<file path="src/exe_pkg.sv">
`default_nettype none

package exe_pkg;

    typedef logic [31:0] word_t;
    typedef logic [4:0]  reg_addr_t;
    typedef logic [3:0]  strb_t;
    // 0 byte, 1 half, 2 word
    typedef logic [1:0]  size_t;
    typedef logic [3:0]  alu_op_t;
    typedef logic [3:0]  mem_op_t;

    localparam alu_op_t ALU_ADD  = 4'd0;
    localparam alu_op_t ALU_SUB  = 4'd1;
    localparam alu_op_t ALU_SLT  = 4'd2;
    localparam alu_op_t ALU_SLTU = 4'd3;
    localparam alu_op_t ALU_AND  = 4'd4;
    localparam alu_op_t ALU_OR   = 4'd5;
    localparam alu_op_t ALU_NOR  = 4'd6;
    localparam alu_op_t ALU_XOR  = 4'd7;
    localparam alu_op_t ALU_SLL  = 4'd8;
    localparam alu_op_t ALU_SRL  = 4'd9;
    localparam alu_op_t ALU_SRA  = 4'd10;
    localparam alu_op_t ALU_LUI  = 4'd11;

    localparam mem_op_t MEM_NONE  = 4'd0;
    localparam mem_op_t MEM_LD_B  = 4'd1;
    localparam mem_op_t MEM_LD_BU = 4'd2;
    localparam mem_op_t MEM_LD_H  = 4'd3;
    localparam mem_op_t MEM_LD_HU = 4'd4;
    localparam mem_op_t MEM_LD_W  = 4'd5;
    localparam mem_op_t MEM_ST_B  = 4'd6;
    localparam mem_op_t MEM_ST_H  = 4'd7;
    localparam mem_op_t MEM_ST_W  = 4'd8;

    localparam int RAM_ADDR_BITS = 8;
    localparam int DIV_CYCLES    = 32;

    typedef enum logic [1:0] {
        DIV_IDLE,
        DIV_BUSY,
        DIV_DONE
    } div_state_t;

endpackage

`default_nettype wire

</file>
<file path="src/mem_stage.sv">
`timescale 1ns/1ns
`default_nettype none

module mem_stage (
    input  wire                     clk,
    input  wire                     resetn,
    input  wire                     ex_to_mem_valid,
    output logic                    mem_allowin,
    input  wire exe_pkg::word_t     mem_pc,
    input  wire                     mem_rf_we,
    input  wire exe_pkg::reg_addr_t mem_rf_waddr,
    input  wire exe_pkg::word_t     mem_result,
    input  wire exe_pkg::mem_op_t   mem_op,
    input  wire                     mem_excp_ale,
    input  wire exe_pkg::word_t     data_rdata,
    input  wire                     out_ready,
    output logic                    wb_valid,
    output exe_pkg::word_t          wb_pc,
    output logic                    wb_rf_we,
    output exe_pkg::reg_addr_t      wb_rf_waddr,
    output exe_pkg::word_t          wb_rf_wdata,
    output logic                    wb_excp_ale
);
    exe_pkg::word_t   result_r;
    exe_pkg::mem_op_t op_r;
    logic [7:0]       ld_byte;
    logic [15:0]      ld_half;

    assign mem_allowin = ~wb_valid | out_ready;

    always_ff @(posedge clk) begin
        if (!resetn) begin
            wb_valid <= 1'b0;
        end else if (mem_allowin) begin
            wb_valid <= ex_to_mem_valid;
        end
    end

    always_ff @(posedge clk) begin
        if (ex_to_mem_valid && mem_allowin) begin
            wb_pc       <= mem_pc;
            wb_rf_we    <= mem_rf_we;
            wb_rf_waddr <= mem_rf_waddr;
            wb_excp_ale <= mem_excp_ale;
            result_r    <= mem_result;
            op_r        <= mem_op;
        end
    end

    // low address bits pick the lane
    assign ld_byte = data_rdata[{result_r[1:0], 3'b000} +: 8];
    assign ld_half = result_r[1] ? data_rdata[31:16] : data_rdata[15:0];

    always_comb begin
        wb_rf_wdata = result_r;
        if (!wb_excp_ale) begin
            case (op_r)
                exe_pkg::MEM_LD_B:  wb_rf_wdata = {{24{ld_byte[7]}}, ld_byte};
                exe_pkg::MEM_LD_BU: wb_rf_wdata = {24'b0, ld_byte};
                exe_pkg::MEM_LD_H:  wb_rf_wdata = {{16{ld_half[15]}}, ld_half};
                exe_pkg::MEM_LD_HU: wb_rf_wdata = {16'b0, ld_half};
                exe_pkg::MEM_LD_W:  wb_rf_wdata = data_rdata;
                default:            wb_rf_wdata = result_r;
            endcase
        end
    end

    // load data relies on the ram holding rdata during a stall
    wb_hold: assert property (@(posedge clk) disable iff (!resetn)
        wb_valid && !out_ready |=>
            wb_valid && $stable(wb_pc) && $stable(wb_rf_we) && $stable(wb_rf_waddr) &&
            $stable(wb_rf_wdata) && $stable(wb_excp_ale));

endmodule

`default_nettype wire

</file>
<file path="config.mk">
export PLATFORM = sky130hd
export DESIGN_NAME = mem_stage
export DESIGN_NICKNAME = d
export VERILOG_FILES = /design/src/exe_pkg.sv /design/src/mem_stage.sv
export SDC_FILE = /design/constraint.sdc
export NUM_CORES = 1
export LEC_CHECK = 0
export ABC_AREA = 0
export BUFFER_PORTS_ARGS = -buffer_cell sky130_fd_sc_hd__buf_4
export CAP_MARGIN = 20
export CORE_MARGIN = 8
export CORE_UTILIZATION = 41
export CTS_CLUSTER_SIZE = 14
export DETAILED_ROUTE_END_ITERATION = 10
export PLACE_DENSITY_LB_ADDON = 0.12
export SETUP_SLACK_MARGIN = 0.1
export SYNTH_ARGS = -nofsm -noshare
export SYNTH_HDL_FRONTEND = slang
export SYNTH_SLANG_ARGS = --single-unit
</file>
<file path="constraint.sdc">
create_clock -name clk -period 3.75 [get_ports clk]
set_input_delay 0.9375 -clock clk [delete_from_list [all_inputs] [get_ports clk]]
set_output_delay 0.9375 -clock clk [all_outputs]
set_load 0.01 [all_outputs]
</file>
-- Yosys cells after proc, flatten, opt, wreduce, memory -nomap -nowiden
Cells that the tools add are included.
- word-level logic and storage cells: 19
- output and inout bits: 73
- bits in registers: 76
- bits of input ports: 111
- muxes and demuxes: 3
- reduce and logical (&&, ||, !) cells: 1
- bitwise gates (word level): 2
- equality and inequality tests: 5
- shift operators: 1
- operators by type and width (operator ; number):
    $pmux W32 S5 ; 1
    $mux W32 ; 1
    $shiftx A32 B6 Y8 ; 1
    $mux W16 ; 1
    $eq A4 B2 Y1 const B ; 2
    $eq A4 B3 Y1 const B ; 2
    $eq A4 B1 Y1 const B ; 1
    $logic_and A1 B1 Y1 ; 1
    $not A1 Y1 ; 1
    $or A1 B1 Y1 ; 1

-- Logic depth before layout (Yosys ltp)
Gate-level depths: netlist of run 1.
- depth after elaboration: 3
- depth in mapped cells: 7
- mapped depth without buffers: 4

-- Worst setup path before layout of run 1
No wires, ideal clock.
- path kind: input port to flip-flop
- start point: in out_ready
- end point: reg op_r[0] (enable)
- data required time: 3.308 ns
- buffers on the path: 0
- arrival: 2.899 ns
- path slack: 0.409 ns
- cell stages on the path: 2
- library setup time: 0.442 ns
- path through: nand2b_1 and2_1
- cells in the longest elaborated chain, start to end: 2
- RTL lines (item ; line ; text):
    start, declared ; mem_stage.sv:16 ; input wire out_ready,
    $or A1 B1 Y1 ; mem_stage.sv:29 ; assign mem_allowin = ~wb_valid | out_ready;
    $logic_and A1 B1 Y1 ; mem_stage.sv:40 ; if (ex_to_mem_valid && mem_allowin) begin
    end signal, assigned ; mem_stage.sv:46 ; op_r <= mem_op;
    end, declared ; mem_stage.sv:25 ; exe_pkg::mem_op_t op_r;
Every way passes these cells.
A chain may end at the register's enable or synchronous reset.

-- Final worst setup path of run 1
- start point: reg op_r[0]
- end point: out wb_rf_wdata[8]
- cells in the longest elaborated chain, start to end: 3
- elaborated cells on any way between the ends: 7
- those cells by class: eq/ne: 5; mux: 2
- RTL lines (item ; line ; text):
    $eq A4 B3 Y1 (tied with other cells) ; mem_stage.sv:57 ; case (op_r)
    $pmux W32 S5 * ; mem_stage.sv:57 ;
    $mux W32 * ; mem_stage.sv:56 ; if (!wb_excp_ale) begin
    end, declared ; mem_stage.sv:21 ; output exe_pkg::word_t wb_rf_wdata,
Every way passes the cells marked *; elsewhere a longest branch is shown, timed or not.

==> results_dict.tcl, run 1 <==
set metrics [dict create \
    design.core.area_um2 8180 \
    clock_insertion_delay_worst_skew_ns 0.33 \
    min_path_type "reg -> reg" \
    layout.filler_cells 676 \
    clockBufferDepth 2 \
    finalWirelength_um 10700 \
    clk_pin_slew_worst_paths_ns 0.08 \
    die_area_um2 11600 \
    timing.critical_path.fanout_max 11 \
    grt_pass1_vias 2901 \
    rsz0062_at_grt "false" \
    final_setup_margin_ns 0.252 \
    worstSetupPathType "reg -> out" \
    maxSlewViolCount 0 \
    skew_ns 0.00431 \
    synth_enable_flop_cells 75 \
    cts_repair_resize_count 0 \
    detailedPlace.worstSlack_ns 0.540 \
    post-cts-setup-buffers 0 \
    cts_tree "built" \
    cts_sinks 76 \
    avg_synthesized_cell_area_um2 14.6 \
    netlist_top_cells_area "sky130_fd_sc_hd__edfxtp_1 (66%), sky130_fd_sc_hd__mux4_2 (4.6%), sky130_fd_sc_hd__o32a_1 (4.4%)" \
    post_dp_cell_area_um2 4910 \
    run_status "complete, no violations" \
    die_width_um 107 \
    drv.max_cap_violation_count 0 \
    cellPowerDensity_nw_per_um2 402 \
    syn_nets 346 \
    yosysUniqueCellTypes 40 \
    static_leakage_nw 2.10 \
    antenna_violating_nets_post_route 0 \
    ys.flop_type "sky130_fd_sc_hd__edfxtp_1" \
    min_period_over_period_pct 93.3 \
    final_core_utilization_pct 62.6 \
    cts-root-buf "sky130_fd_sc_hd__clkbuf_8" \
    detailed_place_hpwl_um 7920 \
    finalHoldViolations 0 \
    drt-vias-per-instance 5.22 \
    final-seq-area_um2 2270 \
    port_buffers 183 \
    max-slew-margin-rel_pct 34.3 \
    wl_per_cell_um 20.2 \
    total_clock_buffers_created_by_cts 9 \
    post_route_cells_drive_above_1_share_pct 51.8 \
    critical_path_arrival_ns 2.56 \
    finalWorstPathRequiredPeriod_ns 3.50 \
    die_h_um 107 \
    route.detailed.drc 0 \
    worst_ir_drop_vdd_mv 0.289 \
    yosysWarningCount 0 \
    cts-hold-fix-buffers 0 \
    aggregate_negative_setup_slack_ns 0 \
    grt_use_total_pct 18.0 \
    floorplan.rows 33 \
    floorplan.initialDensity_pct 42.0 \
    synth_seq_cells 76 \
    cell_accounting_for_the_most_synthesized_area "sky130_fd_sc_hd__edfxtp_1" \
    area_growth_syn_to_layout_pct 49.2 \
    most-common-layout-cells "sky130_fd_sc_hd__buf_4 (188), sky130_fd_sc_hd__edfxtp_1 (75), sky130_fd_sc_hd__nor2_1 (18), sky130_fd_sc_hd__a21oi_1 (18), sky130_fd_sc_hd__nand2_1 (17)" \
    detailedRoute.firstPassIterationCount 4 \
    final_cell_area_um2 5120 \
    fmax_mhz 286 \
    yosys.area.top_type_share_pct 65.6 \
    grt_antenna_before_repair 0 \
    multi_input_comb_area_um2 1080 \
    setup-violations-final 0 \
    nNetsFinal 530 \
    synth.yosys.seq_area_share_pct 66.2 \
    grt_start_max_net_pins 76 \
    critPathLaunchType "flop" \
    layout_commonest_cell "sky130_fd_sc_hd__buf_4" \
    tightest_slew_ns 0.985 \
    syn_area_um2 3430 \
    asyncSetResetFlopFracSynth_pct 0 \
    grt_first_pass_wirelength_um 15900 \
    vias 2756 \
    overflow 0 \
    ioPinCount 184 \
    synthesis.instances 235 \
    violation_count_after_the_first_detailed_routing_iteration 136 \
    antenna_diodes 0 \
    worst_ep_required_time_ns 2.81 \
    place_congestion 0.867 \
    h_tree_lvls 3 \
    cp-end-kind "output port" \
]
[critical path, stage by stage (launching register included)]
cell	delay (ns)
sky130_fd_sc_hd__edfxtp_1	0.63
sky130_fd_sc_hd__nor3_2	0.12
sky130_fd_sc_hd__a2111o_1	0.57
sky130_fd_sc_hd__a31o_4	0.35
sky130_fd_sc_hd__o32a_1	0.40
sky130_fd_sc_hd__buf_4	0.16
[state kept, by name, summed over array words and instances, names as in the netlist]
signal       cells
wb_excp_ale      1
op_r             4
result_r        32
wb_pc           32
wb_valid         1
wb_rf_waddr      5
wb_rf_we         1
[synth_stat cells (2+ instances only)]
cell and n:
sky130_fd_sc_hd__nand2b_1 4, sky130_fd_sc_hd__nand3b_1 2, sky130_fd_sc_hd__and2_1 8, sky130_fd_sc_hd__a21oi_1 18
sky130_fd_sc_hd__buf_2 4, sky130_fd_sc_hd__and3_1 7, sky130_fd_sc_hd__nand2_1 17, sky130_fd_sc_hd__o32a_1 15
sky130_fd_sc_hd__clkbuf_1 6, sky130_fd_sc_hd__nor2_1 18, sky130_fd_sc_hd__a21o_1 7, sky130_fd_sc_hd__inv_1 3
sky130_fd_sc_hd__edfxtp_1 75, sky130_fd_sc_hd__nor3b_1 14, sky130_fd_sc_hd__or3b_1 2, sky130_fd_sc_hd__mux4_2 7
sky130_fd_sc_hd__mux2i_1 3, sky130_fd_sc_hd__buf_4 3
[area by class of cell]
class,count,area share (%)
clock inverter,6,1.71
clock buffer,9,2.42
inverter,3,0.220
sequential,76,44.4
multi-input combinational,141,21.1
tap,105,2.57
timing repair buffer,188,27.6
[per-layer routing]
| metal | GRT usage (%) | vias to the layer above | part of all wire [%] |
|---|---|---|---|
| met5 | 0 | - | 0 |
| met4 | 5.65 | 0 | 1.7 |
| met3 | 10.4 | 13 | 13 |
| met2 | 29.2 | 133 | 49 |
| met1 | 19.5 | 1321 | 37 |
| li1 | - | 1289 | - |
[cells by family after synthesis]
| group | count (synthesis) | share of synthesized area [%] |
|---|---|---|
| simple gates | 78 | 12.8 |
| flops | 76 | 66.2 |
| compound gates | 52 | 12.6 |
| buf+inv | 18 | 2.70 |
| mux | 10 | 5.47 |
| xor+xnor | 1 | 0.255 |
[final timing paths]
| check | cells after the start | start | to | slack [ns] |
|---|---|---|---|---|
| setup reg to reg | 2 | wb_valid | result_r[5] | 2.11 |
| hold / removal | 2 | wb_valid | wb_valid | 0.57 |
| hold reg to reg | 2 | wb_valid | wb_valid | 0.57 |
| setup / recovery | 5 | op_r[0] | wb_rf_wdata[8] | 0.25 |
[where the power goes]
part	internal, W	total (W)	switching (W)
sequential	0.000993	0.00102	0.0000267
clock	0.000373	0.000678	0.000306
combinational	0.000200	0.000362	0.000162
total	0.00157	0.00206	0.000494
[metrics by stage]
stage	total power [W]	hold WS [ns]	instances
detailed placement	0.00140	0.555	513
finish	0.00206	0.570	528
global placement	0.00140	0.516	513
floorplan	0.00118	0.610	235
CTS	0.00209	0.567	528
global route	0.00214	0.588	528
Power figures use the tool's default switching activity.
==> run 2: changes to the inputs <==
- ABC_AREA: 0 -> unset
- BUFFER_PORTS_ARGS: -buffer_cell sky130_fd_sc_hd__buf_4 -> -buffer_cell sky130_fd_sc_hd__buf_2
==> run 2 against run 1 <==
Effect of this change: clock power shrank 6.3%; die area stayed put; critical path depth unchanged; sequential power barely moved; highest routed layer is now met5.
==> results_dict.tcl, run 2 (synthesis gave the netlist of run 1 again) <==
set metrics [dict create \
    run_status "complete, no violations" \
    port_buffers 183 \
    die_width_um 107 \
    route.detailed.drc 0 \
    h_tree_lvls 3 \
    critical_path_arrival_ns 2.54 \
    grt_use_total_pct 17.7 \
    worst_ir_drop_vdd_mv 0.361 \
    finalHoldViolations 0 \
    overflow 0 \
    clock_insertion_delay_worst_skew_ns 0.34 \
    floorplan.rows 33 \
    antenna_violating_nets_post_route 0 \
    wl_per_cell_um 19.9 \
    fmax_mhz 287 \
    worst_ep_required_time_ns 2.81 \
    violation_count_after_the_first_detailed_routing_iteration 135 \
    place_congestion 0.875 \
    post_route_cells_drive_above_1_share_pct 51.5 \
    clockBufferDepth 2 \
    timing.critical_path.fanout_max 11 \
    design.core.area_um2 8180 \
    clk_pin_slew_worst_paths_ns 0.08 \
    detailed_place_hpwl_um 7810 \
    final-seq-area_um2 2270 \
    cts_repair_resize_count 0 \
    grt_antenna_before_repair 2 \
    post-cts-setup-buffers 0 \
    die_area_um2 11600 \
    most-common-layout-cells "sky130_fd_sc_hd__buf_2 (183), sky130_fd_sc_hd__edfxtp_1 (75), sky130_fd_sc_hd__nor2_1 (18), sky130_fd_sc_hd__a21oi_1 (18), sky130_fd_sc_hd__nand2_1 (17)" \
    finalWorstPathRequiredPeriod_ns 3.48 \
    max-slew-margin-rel_pct 36.9 \
    multi_input_comb_area_um2 1080 \
    skew_ns 0.0122 \
    ioPinCount 184 \
    rsz0062_at_grt "false" \
    cts_sinks 76 \
    area_growth_syn_to_layout_pct 35.4 \
    grt_first_pass_wirelength_um 15600 \
    cellPowerDensity_nw_per_um2 420 \
    reg.largest.list "result_r: 32 flops, wb_pc: 32 flops, wb_rf_waddr: 5 flops" \
    layout.filler_cells 742 \
    cts-hold-fix-buffers 0 \
    critPathLaunchType "flop" \
    nNetsFinal 529 \
    cts_tree "built" \
    grt_pass1_vias 2931 \
    finalWirelength_um 10500 \
    min_path_type "reg -> reg" \
    holdWs_ns 0.554 \
    die_h_um 107 \
    maxSlewViolCount 0 \
    tightest_slew_ns 0.947 \
    grt_start_max_net_pins 76 \
    static_leakage_nw 1.93 \
    vias 2722 \
    layout_commonest_cell "sky130_fd_sc_hd__buf_2" \
    total_clock_buffers_created_by_cts 9 \
    cts-root-buf "sky130_fd_sc_hd__clkbuf_8" \
    aggregate_negative_setup_slack_ns 0 \
    drt-vias-per-instance 5.15 \
    drv.max_cap_violation_count 0 \
    worstSetupPathType "reg -> out" \
    detailedRoute.firstPassIterationCount 4 \
    floorplan.initialDensity_pct 42.0 \
    min_period_over_period_pct 92.8 \
    cp-end-kind "output port" \
    setup-violations-final 0 \
]
-- run 2: cell count changes in the layout (fill, tap and decap cells not counted), sizes merged --
cell,previous run,this run
clkinv,3,2
clkbuf,9,11
bufinv,2,1
diode,0,1
clkinvlp,0,1
buf,188,187
-- run 2: worst paths after layout --
path | cells after the start | to | slack (ns) | startpoint
max | 5 | wb_rf_wdata[8] | 0.27 | op_r[0]
min | 2 | wb_valid | 0.55 | wb_valid
max reg2reg | 2 | result_r[19] | 2.14 | wb_valid
min reg2reg | 2 | wb_valid | 0.55 | wb_valid
-- run 2: power breakdown --
part | switching, W | total (W) | internal (W)
Sequential | 0.0000265 | 0.00102 | 0.000993
Clock | 0.000306 | 0.000635 | 0.000329
Combinational | 0.000159 | 0.000296 | 0.000137
-- run 2: cell type report --
class / instances / share of cell area, %
well taps: 105 / 2.83
clock buffers: 11 / 3.04
clock inverters: 5 / 1.29
inverters: 3 / 0.242
diodes: 1 / 0.0539
flip-flops and latches: 76 / 48.9
repair buffers: 187 / 20.4
multi-input cells: 141 / 23.3
-- run 2: stage by stage --
stage          cell area, µm²  setup WS, ns  instances  util (%)  total power, W
6_report                 4650         0.269        529      56.8         0.00195
5_1_grt                  4650         0.134        529      56.8         0.00202
4_1_cts                  4640         0.248        528      56.8         0.00197
3_5_place_dp             4440         0.529        512      54.3         0.00134
3_3_place_gp             4440         0.571        512      54.3         0.00133
2_1_floorplan            3430         0.409        235         -         0.00118
-- run 2: critical path, cell delays in order, from the launching register on --
cell and delay, ns:
sky130_fd_sc_hd__edfxtp_1 0.64, sky130_fd_sc_hd__nor3_2 0.12, sky130_fd_sc_hd__a2111o_1 0.56, sky130_fd_sc_hd__a31o_4 0.34, sky130_fd_sc_hd__o32a_1 0.39, sky130_fd_sc_hd__buf_2 0.15
-- run 2: routing by layer --
metal  wire, µm  vias to the layer above  global-route usage [%]
li1           -                     1287                       -
met1       3830                     1274                    18.2
met2       5140                      142                    29.9
met3       1300                       17                    9.22
met4        224                        2                    7.14
met5         13                        -                       0
