File: src/exe_pkg.sv
`default_nettype none

package exe_pkg;

    typedef logic [31:0] word_t;
    typedef logic [4:0]  reg_addr_t;
    typedef logic [3:0]  strb_t;
    // 0 byte, 1 half, 2 word
    typedef logic [1:0]  size_t;
    typedef logic [3:0]  alu_op_t;
    typedef logic [3:0]  mem_op_t;

    localparam alu_op_t ALU_ADD  = 4'd0;
    localparam alu_op_t ALU_SUB  = 4'd1;
    localparam alu_op_t ALU_SLT  = 4'd2;
    localparam alu_op_t ALU_SLTU = 4'd3;
    localparam alu_op_t ALU_AND  = 4'd4;
    localparam alu_op_t ALU_OR   = 4'd5;
    localparam alu_op_t ALU_NOR  = 4'd6;
    localparam alu_op_t ALU_XOR  = 4'd7;
    localparam alu_op_t ALU_SLL  = 4'd8;
    localparam alu_op_t ALU_SRL  = 4'd9;
    localparam alu_op_t ALU_SRA  = 4'd10;
    localparam alu_op_t ALU_LUI  = 4'd11;

    localparam mem_op_t MEM_NONE  = 4'd0;
    localparam mem_op_t MEM_LD_B  = 4'd1;
    localparam mem_op_t MEM_LD_BU = 4'd2;
    localparam mem_op_t MEM_LD_H  = 4'd3;
    localparam mem_op_t MEM_LD_HU = 4'd4;
    localparam mem_op_t MEM_LD_W  = 4'd5;
    localparam mem_op_t MEM_ST_B  = 4'd6;
    localparam mem_op_t MEM_ST_H  = 4'd7;
    localparam mem_op_t MEM_ST_W  = 4'd8;

    localparam int RAM_ADDR_BITS = 8;
    localparam int DIV_CYCLES    = 32;

    typedef enum logic [1:0] {
        DIV_IDLE,
        DIV_BUSY,
        DIV_DONE
    } div_state_t;

endpackage

`default_nettype wire

File: src/alu.sv
`timescale 1ns/1ns
`default_nettype none

module alu (
    input  wire exe_pkg::alu_op_t alu_op,
    input  wire exe_pkg::word_t   alu_src1,
    input  wire exe_pkg::word_t   alu_src2,
    output exe_pkg::word_t        alu_result
);
    logic [4:0] shamt;
    logic       lt_signed;
    logic       lt_unsigned;

    assign shamt       = alu_src2[4:0];
    assign lt_signed   = $signed(alu_src1) < $signed(alu_src2);
    assign lt_unsigned = alu_src1 < alu_src2;

    always_comb begin
        case (alu_op)
            exe_pkg::ALU_ADD:  alu_result = alu_src1 + alu_src2;
            exe_pkg::ALU_SUB:  alu_result = alu_src1 - alu_src2;
            exe_pkg::ALU_SLT:  alu_result = {31'b0, lt_signed};
            exe_pkg::ALU_SLTU: alu_result = {31'b0, lt_unsigned};
            exe_pkg::ALU_AND:  alu_result = alu_src1 & alu_src2;
            exe_pkg::ALU_OR:   alu_result = alu_src1 | alu_src2;
            exe_pkg::ALU_NOR:  alu_result = ~(alu_src1 | alu_src2);
            exe_pkg::ALU_XOR:  alu_result = alu_src1 ^ alu_src2;
            exe_pkg::ALU_SLL:  alu_result = alu_src1 << shamt;
            exe_pkg::ALU_SRL:  alu_result = alu_src1 >> shamt;
            exe_pkg::ALU_SRA:  alu_result = $signed(alu_src1) >>> shamt;
            // upper immediate comes in already shifted
            exe_pkg::ALU_LUI:  alu_result = alu_src2;
            default:           alu_result = '0;
        endcase
    end

endmodule

`default_nettype wire

File: src/div_unit.sv
`timescale 1ns/1ns
`default_nettype none

module div_unit (
    input  wire                 clk,
    input  wire                 resetn,
    input  wire                 start,
    input  wire                 div_signed,
    input  wire exe_pkg::word_t dividend,
    input  wire exe_pkg::word_t divisor,
    output exe_pkg::word_t      quotient,
    output exe_pkg::word_t      remainder,
    output logic                done
);
    localparam int CNT_W = $clog2(exe_pkg::DIV_CYCLES);

    exe_pkg::div_state_t state;
    logic [CNT_W-1:0]    cnt;
    exe_pkg::word_t      quo_r;
    exe_pkg::word_t      rem_r;
    exe_pkg::word_t      dvs_r;
    logic                q_neg;
    logic                r_neg;
    logic [32:0]         shifted;
    logic [32:0]         diff;

    // one restoring step per cycle
    assign shifted = {rem_r, quo_r[31]};
    assign diff    = shifted - {1'b0, dvs_r};

    always_ff @(posedge clk) begin
        if (!resetn) begin
            state <= exe_pkg::DIV_IDLE;
            cnt   <= '0;
        end else begin
            case (state)
                exe_pkg::DIV_IDLE, exe_pkg::DIV_DONE: begin
                    if (start) begin
                        state <= exe_pkg::DIV_BUSY;
                        cnt   <= '0;
                    end
                end
                exe_pkg::DIV_BUSY: begin
                    cnt <= cnt + 1'b1;
                    if (cnt == CNT_W'(exe_pkg::DIV_CYCLES - 1)) begin
                        state <= exe_pkg::DIV_DONE;
                    end
                end
                default: state <= exe_pkg::DIV_IDLE;
            endcase
        end
    end

    always_ff @(posedge clk) begin
        if (start && state != exe_pkg::DIV_BUSY) begin
            quo_r <= (div_signed && dividend[31]) ? -dividend : dividend;
            dvs_r <= (div_signed && divisor[31]) ? -divisor : divisor;
            rem_r <= '0;
            q_neg <= div_signed & (dividend[31] ^ divisor[31]);
            r_neg <= div_signed & dividend[31];
        end else if (state == exe_pkg::DIV_BUSY) begin
            rem_r <= diff[32] ? shifted[31:0] : diff[31:0];
            quo_r <= {quo_r[30:0], ~diff[32]};
        end
    end

    // remainder follows the dividend sign
    assign quotient  = q_neg ? -quo_r : quo_r;
    assign remainder = r_neg ? -rem_r : rem_r;
    assign done      = state == exe_pkg::DIV_DONE;

    no_start_when_busy: assert property (@(posedge clk) disable iff (!resetn)
        start |-> state != exe_pkg::DIV_BUSY);

endmodule

`default_nettype wire

File: src/ex_stage.sv
`timescale 1ns/1ns
`default_nettype none

module ex_stage (
    input  wire                     clk,
    input  wire                     resetn,
    // decode side
    input  wire                     in_valid,
    output logic                    in_allowin,
    input  wire exe_pkg::word_t     in_pc,
    input  wire exe_pkg::alu_op_t   in_alu_op,
    input  wire exe_pkg::word_t     in_src1,
    input  wire exe_pkg::word_t     in_src2,
    input  wire exe_pkg::word_t     in_store_data,
    input  wire exe_pkg::mem_op_t   in_mem_op,
    input  wire                     in_div,
    input  wire                     in_div_signed,
    input  wire                     in_div_rem,
    input  wire                     in_rf_we,
    input  wire exe_pkg::reg_addr_t in_rf_waddr,
    // memory stage
    input  wire                     mem_allowin,
    output logic                    ex_to_mem_valid,
    output exe_pkg::word_t          mem_pc,
    output logic                    mem_rf_we,
    output exe_pkg::reg_addr_t      mem_rf_waddr,
    output exe_pkg::word_t          mem_result,
    output exe_pkg::mem_op_t        mem_op,
    output logic                    mem_excp_ale,
    // data ram
    output logic                    data_req,
    output logic                    data_wr,
    output exe_pkg::size_t          data_size,
    output exe_pkg::strb_t          data_wstrb,
    output exe_pkg::word_t          data_addr,
    output exe_pkg::word_t          data_wdata,
    input  wire                     data_addr_ok
);
    logic               ex_valid;
    logic               ready_go;
    exe_pkg::word_t     op_pc;
    exe_pkg::alu_op_t   op_alu_op;
    exe_pkg::word_t     op_src1;
    exe_pkg::word_t     op_src2;
    exe_pkg::word_t     op_store_data;
    exe_pkg::mem_op_t   op_mem_op;
    logic               op_div;
    logic               op_div_signed;
    logic               op_div_rem;
    logic               op_rf_we;
    exe_pkg::reg_addr_t op_rf_waddr;
    exe_pkg::word_t     alu_result;
    exe_pkg::word_t     quotient;
    exe_pkg::word_t     remainder;
    logic               div_start;
    logic               div_done;
    logic               div_started;
    logic               is_load;
    logic               is_store;
    logic               excp_ale;
    logic               mem_wait;
    exe_pkg::strb_t     st_strb;

    assign ready_go        = (data_req & data_addr_ok) |
                             (op_div & div_started & div_done) |
                             ~(mem_wait | op_div);
    assign in_allowin      = ~ex_valid | (ready_go & mem_allowin);
    assign ex_to_mem_valid = ex_valid & ready_go;

    always_ff @(posedge clk) begin
        if (!resetn) begin
            ex_valid <= 1'b0;
        end else if (in_allowin) begin
            ex_valid <= in_valid;
        end
    end

    always_ff @(posedge clk) begin
        if (in_valid && in_allowin) begin
            op_pc         <= in_pc;
            op_alu_op     <= in_alu_op;
            op_src1       <= in_src1;
            op_src2       <= in_src2;
            op_store_data <= in_store_data;
            op_mem_op     <= in_mem_op;
            op_div        <= in_div;
            op_div_signed <= in_div_signed;
            op_div_rem    <= in_div_rem;
            op_rf_we      <= in_rf_we;
            op_rf_waddr   <= in_rf_waddr;
        end
    end

    alu u_alu (
        .alu_op     (op_alu_op),
        .alu_src1   (op_src1),
        .alu_src2   (op_src2),
        .alu_result (alu_result)
    );

    // divider is kicked once per operation
    assign div_start = ex_valid & op_div & ~div_started;

    always_ff @(posedge clk) begin
        if (!resetn) begin
            div_started <= 1'b0;
        end else if (in_valid && in_allowin) begin
            div_started <= 1'b0;
        end else if (div_start) begin
            div_started <= 1'b1;
        end
    end

    div_unit u_div (
        .clk        (clk),
        .resetn     (resetn),
        .start      (div_start),
        .div_signed (op_div_signed),
        .dividend   (op_src1),
        .divisor    (op_src2),
        .quotient   (quotient),
        .remainder  (remainder),
        .done       (div_done)
    );

    always_comb begin
        is_load   = 1'b0;
        is_store  = 1'b0;
        data_size = 2'd2;
        case (op_mem_op)
            exe_pkg::MEM_LD_B, exe_pkg::MEM_LD_BU: begin
                is_load   = 1'b1;
                data_size = 2'd0;
            end
            exe_pkg::MEM_LD_H, exe_pkg::MEM_LD_HU: begin
                is_load   = 1'b1;
                data_size = 2'd1;
            end
            exe_pkg::MEM_LD_W: is_load = 1'b1;
            exe_pkg::MEM_ST_B: begin
                is_store  = 1'b1;
                data_size = 2'd0;
            end
            exe_pkg::MEM_ST_H: begin
                is_store  = 1'b1;
                data_size = 2'd1;
            end
            exe_pkg::MEM_ST_W: is_store = 1'b1;
            default: data_size = 2'd2;
        endcase
    end

    assign excp_ale = ex_valid & (is_load | is_store) &
                      ((data_size == 2'd1 & alu_result[0]) |
                       (data_size == 2'd2 & |alu_result[1:0]));
    assign mem_wait = ex_valid & (is_load | is_store) & ~excp_ale;

    always_comb begin
        case (data_size)
            2'd0:    st_strb = 4'b0001 << alu_result[1:0];
            2'd1:    st_strb = alu_result[1] ? 4'b1100 : 4'b0011;
            default: st_strb = 4'b1111;
        endcase
    end

    assign data_req   = mem_wait & mem_allowin;
    assign data_wr    = is_store;
    assign data_wstrb = is_store ? st_strb : 4'b0000;
    assign data_addr  = alu_result;
    assign data_wdata = (data_size == 2'd0) ? {4{op_store_data[7:0]}} :
                        (data_size == 2'd1) ? {2{op_store_data[15:0]}} :
                        op_store_data;

    assign mem_pc       = op_pc;
    assign mem_rf_we    = op_rf_we & ~excp_ale;
    assign mem_rf_waddr = op_rf_waddr;
    assign mem_result   = op_div ? (op_div_rem ? remainder : quotient) : alu_result;
    assign mem_op       = op_mem_op;
    assign mem_excp_ale = excp_ale;

    // stalled record must not drift while memory stage is full
    hold_while_blocked: assert property (@(posedge clk) disable iff (!resetn)
        ex_to_mem_valid && !mem_allowin |=>
            ex_to_mem_valid && $stable(mem_pc) && $stable(mem_result) &&
            $stable(mem_rf_we) && $stable(mem_rf_waddr));

endmodule

`default_nettype wire

File: config.mk
export PLATFORM = sky130hd
export DESIGN_NAME = ex_stage
export DESIGN_NICKNAME = d
export VERILOG_FILES = /design/src/exe_pkg.sv /design/src/alu.sv /design/src/div_unit.sv /design/src/ex_stage.sv
export SDC_FILE = /design/constraint.sdc
export NUM_CORES = 1
export LEC_CHECK = 0
export BUFFER_PORTS_ARGS = -buffer_cell sky130_fd_sc_hd__buf_2
export CAP_MARGIN = 20
export CORE_ASPECT_RATIO = 0.6
export CORE_MARGIN = 2
export CORE_UTILIZATION = 37
export CTS_CLUSTER_DIAMETER = 80
export DETAILED_ROUTE_END_ITERATION = 10
export GPL_TIMING_DRIVEN = 0
export PLACE_DENSITY = 0.51
export SYNTH_ARGS = -nofsm -noshare
export SYNTH_HDL_FRONTEND = slang
export SYNTH_SLANG_ARGS = --single-unit
File: constraint.sdc
create_clock -name clk -period 11.82 [get_ports clk]
set_clock_uncertainty 0.15 [all_clocks]
set_input_delay 1.773 -clock clk [delete_from_list [all_inputs] [get_ports clk]]
set_output_delay 1.773 -clock clk [all_outputs]
set_load 0.01 [all_outputs]
## After elaboration in Yosys (flattened, before gate mapping)

Cells that the tools add are included.

| storage, ports and cells | value |
|---|---|
| bits in registers | 252 |
| input port bits | 150 |

| cells by class | value |
|---|---|
| add/sub/neg operators | 8 |
| magnitude comparators | 2 |
| eq/ne operators | 27 |
| shifts and indexed selects | 4 |
| multiplexer cells | 23 |
| bitwise operators | 33 |
| reduce and logical (&&, ||, !) cells | 18 |

Operators with widths:

| operator | number |
|---|---|
| $pmux W32 S12 | 1 |
| $mux W32 | 11 |
| $neg A32 Y32 | 4 |
| $lt A32 B32 Y1 | 2 |
| $sub A33 B32 Y33 | 1 |
| $add A32 B32 Y32 | 1 |
| $and A32 B32 Y32 | 1 |
| $eq A4 B3 Y1 const B | 8 |
| $not A32 Y32 | 1 |
| $or A32 B32 Y32 | 1 |
| $shl A32 B5 Y32 | 1 |
| $shr A32 B5 Y32 | 1 |
| $sshr A32 B5 Y32 | 1 |
| $sub A32 B32 Y32 | 1 |
| $xor A32 B32 Y32 | 1 |
| $eq A4 B4 Y1 const B | 5 |
| $and A1 B1 Y1 | 16 |
| $eq A4 B2 Y1 const B | 4 |
| $pmux W5 S2 | 1 |
| $reduce_or A3 Y1 | 3 |
| $eq A4 B1 Y1 const B | 2 |
| $mux W4 | 2 |
| $pmux W2 S2 | 2 |
| $pmux W4 S2 | 1 |
| 19 further kinds | 43 |

## Depth between registers and ports, before layout

| logic depth | value |
|---|---|
| depth in word-level cells | 17 |
| depth in mapped cells | 16 |

## By module

From an unflattened synthesis, not the netlist that was laid out.

| unflattened totals | value |
|---|---|
| cell total of the unflattened synthesis | 2706 |
| area total of the unflattened synthesis | 22968.3 sq um |

Modules (own cells, without submodules):

| module | times used | cells an instance | area each (sq um) | sequential area each (sq um) |
|---|---|---|---|---|
| alu | 1 | 1351 | 8747.1 | 0.0 |
| div_unit | 1 | 994 | 8443.1 | 2762.6 |
| ex_stage | 1 | 361 | 5778.0 | 4394.2 |

## Worst setup path after synthesis

OpenSTA, ideal clock, no wires.

| timing path | value |
|---|---|
| path type | reg2reg |
| from | reg op_src2[2] |
| to | reg op_mem_op[0] (netlist: mem_op[0]), enable pin |
| library setup time | 0.520 ns |
| data arrival time | 7.562 ns |
| required time | 11.150 ns |
| setup slack | 3.588 ns |
| cell stages (with the launch flop) | 16 |
| path buffers | 5 |
| clock period less this slack | 8.232 ns |
| cells stage by stage | edfxtp_1 > inv_1 > buf_2 > buf_1 > clkbuf_1 > clkbuf_1 > ha_1 > buf_2 > nor2b_1 > o221ai_1 > a211oi_2 > o31ai_1 > a211oi_1 > o41ai_4 > o311ai_2 > a31o_1 |

| between the ends | value |
|---|---|
| longest elaborated chain between the ends | 15 |

Ends and longest elaborated chain:

| element | line | RTL |
|---|---|---|
| from (decl) | ex_stage.sv:44 | `exe_pkg::word_t op_src2;` |
| from (signal assigned) | ex_stage.sv:83 | `op_src2 <= in_src2;` |
| $lt A32 B32 Y1 (tied with other cells) | alu.sv:16 | `assign lt_unsigned = alu_src1 < alu_src2;` |
| $pmux W32 S12 * | alu.sv:19 | `case (alu_op)` |
| named net data_addr[0] | ex_stage.sv:35 | `output exe_pkg::word_t data_addr,` |
| $reduce_or A2 Y1 | ex_stage.sv:155 | `(data_size == 2'd2 & \|alu_result[1:0]));` |
| $and A1 B1 Y1 | ex_stage.sv:155 |  |
| $or A1 B1 Y1 * | ex_stage.sv:154 | `((data_size == 2'd1 & alu_result[0]) \|` |
| $and A1 B1 Y1 * | ex_stage.sv:153 | `assign excp_ale = ex_valid & (is_load \| is_store) &` |
| $not A1 Y1 * | ex_stage.sv:156 | `assign mem_wait = ex_valid & (is_load \| is_store) & ~excp_ale;` |
| $and A1 B1 Y1 * | ex_stage.sv:156 |  |
| $and A1 B1 Y1 | ex_stage.sv:166 | `assign data_req = mem_wait & mem_allowin;` |
| $and A1 B1 Y1 | ex_stage.sv:64 | `assign ready_go = (data_req & data_addr_ok) \|` |
| $or A1 B1 Y1 | ex_stage.sv:64 |  |
| $or A1 B1 Y1 * | ex_stage.sv:65 | `(op_div & div_started & div_done) \|` |
| $and A1 B1 Y1 * | ex_stage.sv:67 | `assign in_allowin = ~ex_valid \| (ready_go & mem_allowin);` |
| $or A1 B1 Y1 * | ex_stage.sv:67 |  |
| $logic_and A1 B1 Y1 * | ex_stage.sv:79 | `if (in_valid && in_allowin) begin` |
| to (signal assigned) | ex_stage.sv:85 | `op_mem_op <= in_mem_op;` |
| to (decl) | ex_stage.sv:46 | `exe_pkg::mem_op_t op_mem_op;` |

The timed path passes the listed nets; every way through them passes the cells marked *.
A chain may end at the register's enable or synchronous reset.

## Worst setup path after layout

| timing path | value |
|---|---|
| from | reg op_src2[2] |
| to | out mem_result[21] |

| between the ends | value |
|---|---|
| longest elaborated chain between the ends | 3 |

Ends and longest elaborated chain:

| element | line | RTL |
|---|---|---|
| $sub A32 B32 Y32 (tied with other cells) | alu.sv:21 | `exe_pkg::ALU_SUB: alu_result = alu_src1 - alu_src2;` |
| $pmux W32 S12 * | alu.sv:19 |  |
| $mux W32 * | ex_stage.sv:177 | `assign mem_result = op_div ? (op_div_rem ? remainder : quotient) : alu_result;` |
| to (decl) | ex_stage.sv:27 | `output exe_pkg::word_t mem_result,` |

Mark *: on every way between the ends. The rest lies on a longest branch, timed or not.

==> summary.md <==
| Metric | Value |
|---|---|
| Outcome | finished, final reports clean |
| Worst R2R Path Depth | 17 |
| Hold WC Path Type | reg2reg |
| Area growth syn-to-layout | 15.7% |
| Maximum VDD drop | approximately 0.00013 V |
| Worst-margin pin slew | approximately 1400 ps |
| Final Core Density | between 40% and 50% |
| Slew HR | under 10% |
| RSZ-0062 raised after global routing | false |
| ANT nets after route | 0 |
| Yosys reg bits | 252 |
| Port bufs | 298 |
| Fmax | between 90 and 100 MHz |
| Inserted Clock Buffers | 27 |
| Worst Setup Start Kind | flip-flop |
| P_leak | 10.6 nW |
| Pre-CTS setup slack | approximately 2400 ps |
| Die Area | about 65000 µm² |
| Clock transition at path regs | 70 ps |
| Setup TNS | 0 ps |
| DRC Markers | 0 |
| Gp weighted congestion | 1.13 |
| CP Capture Type | primary output |
| Final setup fails | 0 |
| Main synth FF type | edfxtp_1 |
| Area of the multi-input gates | 14700 µm² |
| Initial antenna violation count | 14 |
| Clock Sinks | ~250 |
| Die X | ~330 µm |
| Post-CTS setup repair buffer count | 0 |
| Final hold vios | 0 |
| All-Layer GR Usage | roughly 39% |
| Placeable Area | 62400 µm² |
| CP startpoint | op_src2[2] |
| CP Data Required Time | slightly below 10000 ps |
| DP HPWL | 105000 µm |
| Total Routed Length | around 130000 µm |
| Post-CTS sizing | 0 |
| Number of global-route vias before repair | between 20000 and 25000 |
| Reg-to-reg slack, setup | between 2000 and 3000 ps |
| Synthesis Warnings | 0 |
| Synth Cell Area | about 23000 µm² |
| Hold slack final | slightly below 400 ps |
| Clock Latency Late Sink | 600 ps |
| Filler cells | ~6300 |
| Ratio of final minimum period to clock period | about 87% |
| CTS tree | done |
| Io pins | about 300 |
| Largest net degree at the start of global routing | 72 |
| Commonest non-fill, non-tap cells in the layout | 315 x buf_2, 271 x nand2_1, 233 x nor2_1, 211 x edfxtp_1, 190 x o21ai_0 |
| Power density over the cells | 131 nW/µm² |
| FF-to-FF End | op_src1[0] |
| Floorplan row count | 71 |
| Max-cap violations | 0 |
| GR Overflow Total | 0 |
| Vias | ~25000 |
| Total chip power | roughly 3.5 mW |
| CTS H-tree depth | 1 |
| Sequential area share after synthesis | 30.8% |
| WL/cell | about 34 µm |
| Slew Viols, Final | 0 |
| Syn Area/Cell | ~8.8 µm² |
| Clock root buffer master | clkbuf_16 |
| Post-cts hold buffer count | 0 |
| Netlist cell types | 100 |
| Crit Path Class | reg2out |
| Reg area | slightly above 7000 µm² |
| Setup crit end | mem_result[21] |
| Post-synth EDFFs | 211 |
| First-pass GRT wire length | ~180000 µm |
| Nets@finish | between 3000 and 4000 |
| Initial Util | about 37% |
| 1st-pass router iterations | 11 |
| Min Tclk post-route | around 10000 ps |
| Cells after synthesis | between 2000 and 3000 |
| Synthesized net count | between 2000 and 3000 |
| Setup WS post-layout | roughly 1600 ps |
| Vias per cell | 6.58 |
| Asr flop ratio synth | 0% |
| Layout cells sized above 1 | roughly 18% |
| Most common cell after layout, fill and taps aside | buf_2 |
| DR iter-0 viols | between 4000 and 5000 |
| Clock tree buffer depth | 3 |
| Die Ht | approximately 200 µm |
| Worst Path Max Fanout | 11 |
| Reg-to-Reg Start | op_src2[2] |
| CP arrival | 8310 ps |
==> how the worst min path moves through the flow <==
stage                   start              to  slack (ps)  cells after the start
3_5_place_dp     u_div.cnt[4]    u_div.cnt[4]         370                      2
6_report         u_div.cnt[4]    u_div.cnt[4]         390                      2
5_1_grt          u_div.cnt[4]    u_div.cnt[4]         430                      2
2_1_floorplan  u_div.rem_r[5]  u_div.rem_r[5]         340                      2
4_1_cts          u_div.cnt[4]    u_div.cnt[4]         390                      2
3_3_place_gp     u_div.cnt[4]    u_div.cnt[4]         360                      2
==> routing by layer <==
metal | GRT usage [%] | wire (µm)
met2 | 49.1 | 47000
met5 | 0 | 259
met3 | 19.9 | 22200
met4 | 10.1 | 4080
met1 | 56.0 | 56200
==> state kept, by name (all words and copies together), names as in the netlist, 4 cells and up <==
register,count
mem_pc,32
op_src1,32
op_src2,32
op_store_data,32
u_div.dvs_r,32
u_div.quo_r,32
u_div.rem_r,32
mem_rf_waddr,5
u_div.cnt,5
mem_op,4
op_alu_op,4
==> metrics by stage <==
step	cells	cell area [µm²]
finish	3842	26900
detailed placement	3781	25900
global placement	3772	25800
CTS	3831	26800
global route	3838	26800
floorplan	2635	23200
==> report_power, final <==
| group | switching (mW) | leakage, nW | internal [mW] | total [mW] |
|---|---|---|---|---|
| Clock | 0.395 | 0.429 | 0.491 | 0.886 |
| Combinational | 1.01 | 7.82 | 0.481 | 1.49 |
| Sequential | 0.0949 | 2.35 | 1.05 | 1.14 |
| Total | 1.50 | 10.6 | 2.02 | 3.53 |
==> cell families after synthesis <==
group / count (synthesis) / share of synthesized area (%)
AO/OA/AOI/OAI: 801 / 23.6
XOR/XNOR: 151 / 5.70
adder cells (fa/ha/maj): 138 / 7.54
buffers and inverters: 344 / 5.96
flip-flops: 252 / 30.8
multiplexers: 157 / 10.5
AND/OR/NAND/NOR: 792 / 15.9
==> layout make-up <==
class | instances | share of cell area [%]
Clock inverter | 17 | 0.554
Tap cell | 839 | 3.91
Clock buffer | 33 | 2.76
Antenna cell | 4 | 0.0373
Inverter | 148 | 2.07
Multi-Input combinational cell | 2039 | 54.8
Sequential cell | 252 | 26.6
Buffer | 196 | 3.08
Timing Repair Buffer | 314 | 6.18
==> critical path: stages, from the launching register on <==
cell and delay, ps:
edfxtp_1 700, inv_1 200, buf_2 390, buf_1 740
clkbuf_1 790, clkbuf_1 870, ha_1 270, buf_2 250
clkinv_1 120, o221ai_1 300, a221oi_1 220, a2111oi_2 720
o21ai_0 360, a31oi_1 320, a221oi_1 120, o21ai_0 640
buf_4 280, o21a_1 210, buf_2 170
==> Yosys cell counts (9+ instances only) <==
cell type / instances / share of area, %
nor2b_1: 23 / 0.62
a221oi_1: 20 / 0.75
and2_1: 22 / 0.59
o21ai_0: 191 / 4.1
a22oi_1: 19 / 0.61
mux4_2: 62 / 6.0
or3_1: 20 / 0.54
o41ai_1: 15 / 0.57
mux2_2: 38 / 1.8
a221o_1: 14 / 0.60
dfxtp_1: 41 / 3.5
nand3_1: 42 / 0.91
or2_2: 15 / 0.40
mux2i_1: 54 / 2.3
or4_1: 12 / 0.39
a31oi_1: 40 / 1.1
a211oi_1: 29 / 0.94
nor3_1: 45 / 0.97
nor2_1: 233 / 3.8
o221a_2: 9 / 0.44
clkbuf_1: 151 / 2.4
o22ai_1: 18 / 0.49
o21bai_1: 9 / 0.29
nand4_1: 14 / 0.38
o31ai_1: 39 / 1.3
xor2_1: 37 / 1.4
edfxtp_1: 211 / 27
inv_1: 142 / 2.3
a21o_1: 27 / 0.87
a211o_1: 14 / 0.53
o21a_1: 33 / 1.1
nor4_1: 25 / 0.67
a21oi_1: 153 / 3.3
a222oi_1: 17 / 0.73
nand2b_1: 21 / 0.57
xnor2_1: 114 / 4.3
nand2_1: 271 / 4.4
buf_2: 14 / 0.30
buf_1: 15 / 0.24
o211ai_1: 47 / 1.5
ha_1: 135 / 7.3
and3_1: 10 / 0.27
buf_4: 12 / 0.39
a41oi_1: 12 / 0.45
o2111ai_1: 11 / 0.42
Power figures use the tool's default switching activity.
